--- src/mem_init.hex ---
// one 16-bit rom word per line in hex, word address 0 on the first data line
A0FF
A1FE
A2FD
A3FC
A4FB
A5FA
A6F9
A7F8
A8F7
A9F6
AAF5
ABF4
ACF3
ADF2
AEF1
AFF0
B0EF
B1EE
B2ED
B3EC
B4EB
B5EA
B6E9
B7E8
B8E7
B9E6
BAE5
BBE4
BCE3
BDE2
BEE1
BFE0

--- src/axi_rd_pkg.sv ---
package axi_rd_pkg;

  // system sizes
  localparam int NUM_M     = 2;
  localparam int GRANT_W   = 1;
  localparam int ADDR_W    = 6;
  localparam int DATA_W    = 16;
  localparam int ID_W      = 4;
  localparam int M_ID_W    = ID_W + GRANT_W;
  localparam int MEM_WORDS = 32;

  // arburst encodings
  localparam logic [1:0] BURST_FIXED = 2'b00;
  localparam logic [1:0] BURST_INCR  = 2'b01;
  localparam logic [1:0] BURST_WRAP  = 2'b10;

  // rresp encodings
  localparam logic [1:0] RESP_OKAY   = 2'b00;
  localparam logic [1:0] RESP_SLVERR = 2'b10;

  typedef struct packed {
    logic [ID_W-1:0]   id;
    logic [ADDR_W-1:0] addr;
    logic [7:0]        len;
    logic [2:0]        size;
    logic [1:0]        burst;
  } ar_beat_t;

  typedef struct packed {
    logic [ID_W-1:0]   id;
    logic [DATA_W-1:0] data;
    logic [1:0]        resp;
    logic              last;
  } r_beat_t;

endpackage

--- src/axi_rd_mem.sv ---
`timescale 1ns/10ps

module axi_rd_mem (
  input  logic                          clk,
  input  logic                          i_arst_n,
  input  logic                          i_arvalid,
  input  logic [axi_rd_pkg::M_ID_W-1:0] i_arid,
  input  logic [axi_rd_pkg::ADDR_W-1:0] i_araddr,
  input  logic [7:0]                    i_arlen,
  input  logic [2:0]                    i_arsize,
  input  logic [1:0]                    i_arburst,
  output logic                          o_arready,
  output logic                          o_rvalid,
  output logic [axi_rd_pkg::M_ID_W-1:0] o_rid,
  output logic [axi_rd_pkg::DATA_W-1:0] o_rdata,
  output logic [1:0]                    o_rresp,
  output logic                          o_rlast,
  input  logic                          i_rready
);
  import axi_rd_pkg::*;

  typedef logic [$clog2(MEM_WORDS)-1:0] word_t;

  logic [DATA_W-1:0]            rom [MEM_WORDS];

  logic                         busy;
  logic [7:0]                   beat_cnt;
  logic [7:0]                   len_q;
  logic [M_ID_W-1:0]            id_q;
  word_t                        word_addr;
  logic                         fixed_q;
  logic                         err_q;
  logic                         ar_fire;
  logic                         r_fire;
  logic                         req_err;

  initial begin
    $readmemh("/design/src/mem_init.hex", rom);
  end

  assign ar_fire = i_arvalid && o_arready;
  assign r_fire  = o_rvalid && i_rready;

  // wrap bursts and narrow reads are not served
  assign req_err = (i_arburst == BURST_WRAP) || (i_arsize != 3'($clog2(DATA_W / 8)));

  // one burst at a time
  always_ff @(posedge clk or negedge i_arst_n) begin
    if (!i_arst_n) begin
      busy     <= 1'b0;
      beat_cnt <= '0;
    end else if (ar_fire) begin
      busy     <= 1'b1;
      beat_cnt <= '0;
    end else if (r_fire) begin
      busy     <= !o_rlast;
      beat_cnt <= beat_cnt + 8'd1;
    end
  end

  always_ff @(posedge clk) begin
    if (ar_fire) begin
      id_q      <= i_arid;
      len_q     <= i_arlen;
      fixed_q   <= (i_arburst == BURST_FIXED);
      err_q     <= req_err;
      // upper byte address bits drop off so the word index wraps
      word_addr <= i_araddr[$clog2(DATA_W / 8) +: $clog2(MEM_WORDS)];
    end else if (r_fire && !fixed_q) begin
      word_addr <= word_addr + word_t'(1);
    end
  end

  assign o_arready = !busy;
  assign o_rvalid  = busy;
  assign o_rid     = id_q;
  assign o_rdata   = err_q ? '0 : rom[word_addr];
  assign o_rresp   = err_q ? RESP_SLVERR : RESP_OKAY;
  assign o_rlast   = (beat_cnt == len_q);

endmodule

--- config.mk ---
export PLATFORM = sky130hd
export DESIGN_NAME = axi_rd_mem
export DESIGN_NICKNAME = d
export VERILOG_FILES = /design/src/axi_rd_pkg.sv /design/src/axi_rd_mem.sv
export SDC_FILE = /design/constraint.sdc
export NUM_CORES = 1
export LEC_CHECK = 0
export BUFFER_PORTS_ARGS = -buffer_cell sky130_fd_sc_hd__buf_2
export CORE_UTILIZATION = 43
export DETAILED_ROUTE_END_ITERATION = 8
export PLACE_DENSITY_LB_ADDON = 0.08
export SETUP_SLACK_MARGIN = 0.5
export SLEW_MARGIN = 20
export SYNTH_ARGS = -nofsm -noshare
export SYNTH_HDL_FRONTEND = slang
export SYNTH_SLANG_ARGS = --single-unit
--- constraint.sdc ---
create_clock -name clk -period 1.7 [get_ports clk]
set_clock_uncertainty 0.2 [all_clocks]
set_input_delay 0 -clock clk [delete_from_list [all_inputs] [get_ports clk]]
set_output_delay 0 -clock clk [all_outputs]
set_load 0.02 [all_outputs]
==> results.sh <==
export IMPL_setup_slack_ps=81.7
export IMPL_timing_hold_ws_ps=177
export IMPL_worstPathRequired_ps=1500
export IMPL_max_cap_viol_count=0
export IMPL_comb_power_share_pct=32.9
export IMPL_setup_tns_final_ps=0
export IMPL_drcViolationCount=0
export IMPL_regArea_sq_um=652
export IMPL_intPower_mw=1.02
export IMPL_n_fill_cell=180
export IMPL_vias=853
export IMPL_layout_common_cells="buf_2, dlygate4sd3_1, conb_1"
export IMPL_hpwl_um=1190
export IMPL_gp_congestion=0.721
export IMPL_synthCells=89
export IMPL_r2r_end="o_rvalid"
export IMPL_ys_seq_area_share_pct=57.7
export IMPL_place_ws_ps=242
export IMPL_path_clk_slew_ps=130
export IMPL_nets=189
export IMPL_yosys_warnings=0
export IMPL_portBuffers=30
export IMPL_dr_pass1_iters=3
export IMPL_cts_root_buf="clkbuf_4"
export IMPL_startpoint_type="register"
export IMPL_antenna_cells=0
export IMPL_ff2ff_path_depth=4
export IMPL_gr_usage_met2_pct=30.2
export IMPL_path_max_fanout=4
export IMPL_grt_overflow_total=0
export IMPL_grt_antenna_before_repair=0
export IMPL_period_share_pct=95.2
export IMPL_cts_htree_levels=1
export IMPL_min_to="o_rid[0]"
export IMPL_rsz0062_at_grt="yes"
export IMPL_multi_input_area_sq_um=435
export IMPL_worstSetupEndpointType="primary output"
export IMPL_met3_usage_pct=6.61
export IMPL_die_w_um=53.0
export IMPL_track_usage_pct=19.0
export IMPL_worst_setup_path_type="reg -> out"
export IMPL_grt_pass1_wl_um=3650
export IMPL_areaGrowthSynthToFinish_pct=55.9
export IMPL_min_from="i_arid[0]"
export IMPL_rrSetupSlack_ps=90
export IMPL_start_util_pct=45.2
export IMPL_mostFrequentLayoutCell="buf_2"
export IMPL_drive_gt1_share_pct=45.3
export IMPL_ioPinCount=54
export IMPL_r2r_start="beat_cnt[1]"
export IMPL_power_mw=1.48
export IMPL_synth_area_sq_um=1120
export IMPL_clock_sinks=23
export IMPL_drv_slew=0
export IMPL_die_area_sq_um=2810
export IMPL_status="finished, final reports clean"
export IMPL_ys_seq_elements=23
export IMPL_min_path_cells=2
export IMPL_setup_viol_count_final=0
export IMPL_pwr_share_seq_pct=48.9
export IMPL_fmax_mhz=618
export IMPL_finalHoldViolCount=0
export IMPL_crit_arrival_ps=1420
export IMPL_top_usage_layer="met2"
export IMPL_cts_tree="built"
export IMPL_postRouteAntennaNets=0
export IMPL_clk_latency_ps=320
export IMPL_p_sw_share_pct=31.0
export IMPL_core_sq_um=2480
export IMPL_finalCriticalPeriod_ps=1620
export IMPL_vdd_ir_drop_max_uv=739
export IMPL_rows=18
export IMPL_die_y_um=53.0
export IMPL_cellLeakagePower_nw=0.754
export IMPL_drtIter0Drc=3
export IMPL_pwr_share_clk_pct=18.2
export IMPL_finalWirelength_um=2410
export IMPL_viasPerCell=4.51
export IMPL_grt_max_degree=15
export IMPL_grt_pass1_vias=813
export IMPL_fin_util_pct=70.5
export IMPL_use_met1_pct=23.9
export IMPL_synthDistinctLibCells=26
export IMPL_cts_max_path_buffers=2
export IMPL_p_sw_mw=0.460
export IMPL_holdCritPathClass="in -> reg"
export IMPL_cts_buffers=3
export IMPL_synth_area_per_cell_sq_um=12.6
export IMPL_wl_per_cell_um=12.7
export IMPL_p_per_area_nw_per_um2=851
[stage by stage]
stage,area [sq um],instances
2_1_floorplan,1200,105
6_report,1750,189
4_1_cts,1630,184
3_3_place_gp,1240,146
5_1_grt,1750,189
3_5_place_dp,1240,146
[synth_stat cells]
master    number  share of area (%)
buf_6          1                1.0
conb_1         1               0.33
edfxtp_1      14                 38
ha_1           1                1.1
or3_1          1               0.56
buf_4         18                 12
and4_2         1               0.89
nor2_1         2               0.67
nand2b_4       1                1.2
dfrtp_1        9                 20
a21oi_1        1               0.45
nand2_1        7                2.3
o21ai_0        2               0.89
inv_2          1               0.33
nor3b_2        1                1.1
xnor2_1        8                6.3
mux2i_1        4                3.6
nand3_2        1               0.89
nand3_1        4                1.8
o211ai_1       1               0.67
inv_1          2               0.67
mux2_2         1                1.0
o31ai_1        1               0.67
nand2b_1       1               0.56
nand4_1        4                2.2
o32a_2         1                1.0
[critical path, stage by stage, from the launching register on]
cell and delay, ps:
dfrtp_2 470, xnor2_1 150, nand4_1 180, nor2_2 160, buf_6 130
[cell families after synthesis]
kind of cell             count (synthesis)  synth area share [%]
AO/OA/AOI/OAI                            6                  3.69
XOR/XNOR                                 8                  6.26
adder cells (fa/ha/maj)                  1                  1.12
buffers and inverters                   22                  14.1
flip-flops                              23                  57.7
multiplexers                             5                  4.58
other                                    1                 0.335
AND/OR/NAND/NOR                         23                  12.3
[layer usage]
| layer | wire length [um] | vias up | share of wire, % |
|---|---|---|---|
| met4 | 31 | 0 | 1.3 |
| met3 | 143 | 4 | 5.9 |
| met1 | 1080 | 397 | 45 |
| met5 | 0 | - | 0 |
| met2 | 1150 | 37 | 48 |
| li1 | - | 415 | - |
[area by class of cell]
class / count / area share (%)
clock buffers: 3 / 1.29
clock inverters: 1 / 0.430
inverters: 3 / 1.08
multi-input cells: 60 / 24.9
flip-flops and latches: 23 / 37.3
well taps: 30 / 2.15
repair buffers: 68 / 31.8
repair inverters: 1 / 0.932
[what timing repair did]
| action | CTS | global route |
|---|---|---|
| hold endpoints to repair | 46 | 0 |
| hold buffers | 22 | 0 |
| pin swaps | 7 | 10 |
| gates cloned | 1 | 0 |
| setup buffers | 11 | 5 |
| resized for setup | 14 | 21 |
| endpoints found under the setup margin | 23 | 26 |
[power groups by stage]
stage               Sequential (mW)  Clock [mW]  Combinational [mW]
floorplan                     0.720           0               0.258
CTS                           0.714       0.277               0.407
global route                  0.733       0.299               0.536
global placement              0.754           0               0.232
detailed placement            0.754           0               0.238
finish                        0.727       0.270               0.489
[registers in the layout, summed over array words and instances (netlist names)]
signal    cells
o_rvalid      1
o_rid         5
len_q         8
err_q         1
beat_cnt      8
[worst max-delay path by stage]
stage             endpoint  slack [ps]         from
6_report           o_rlast          80  beat_cnt[1]
5_1_grt            o_rlast         -30  beat_cnt[4]
4_1_cts            o_rlast         130  beat_cnt[2]
3_5_place_dp      o_rvalid         240  beat_cnt[3]
3_3_place_gp      o_rvalid         250  beat_cnt[3]
2_1_floorplan  beat_cnt[2]         330     o_rvalid
No activity file was read; power rests on OpenSTA's default activity.
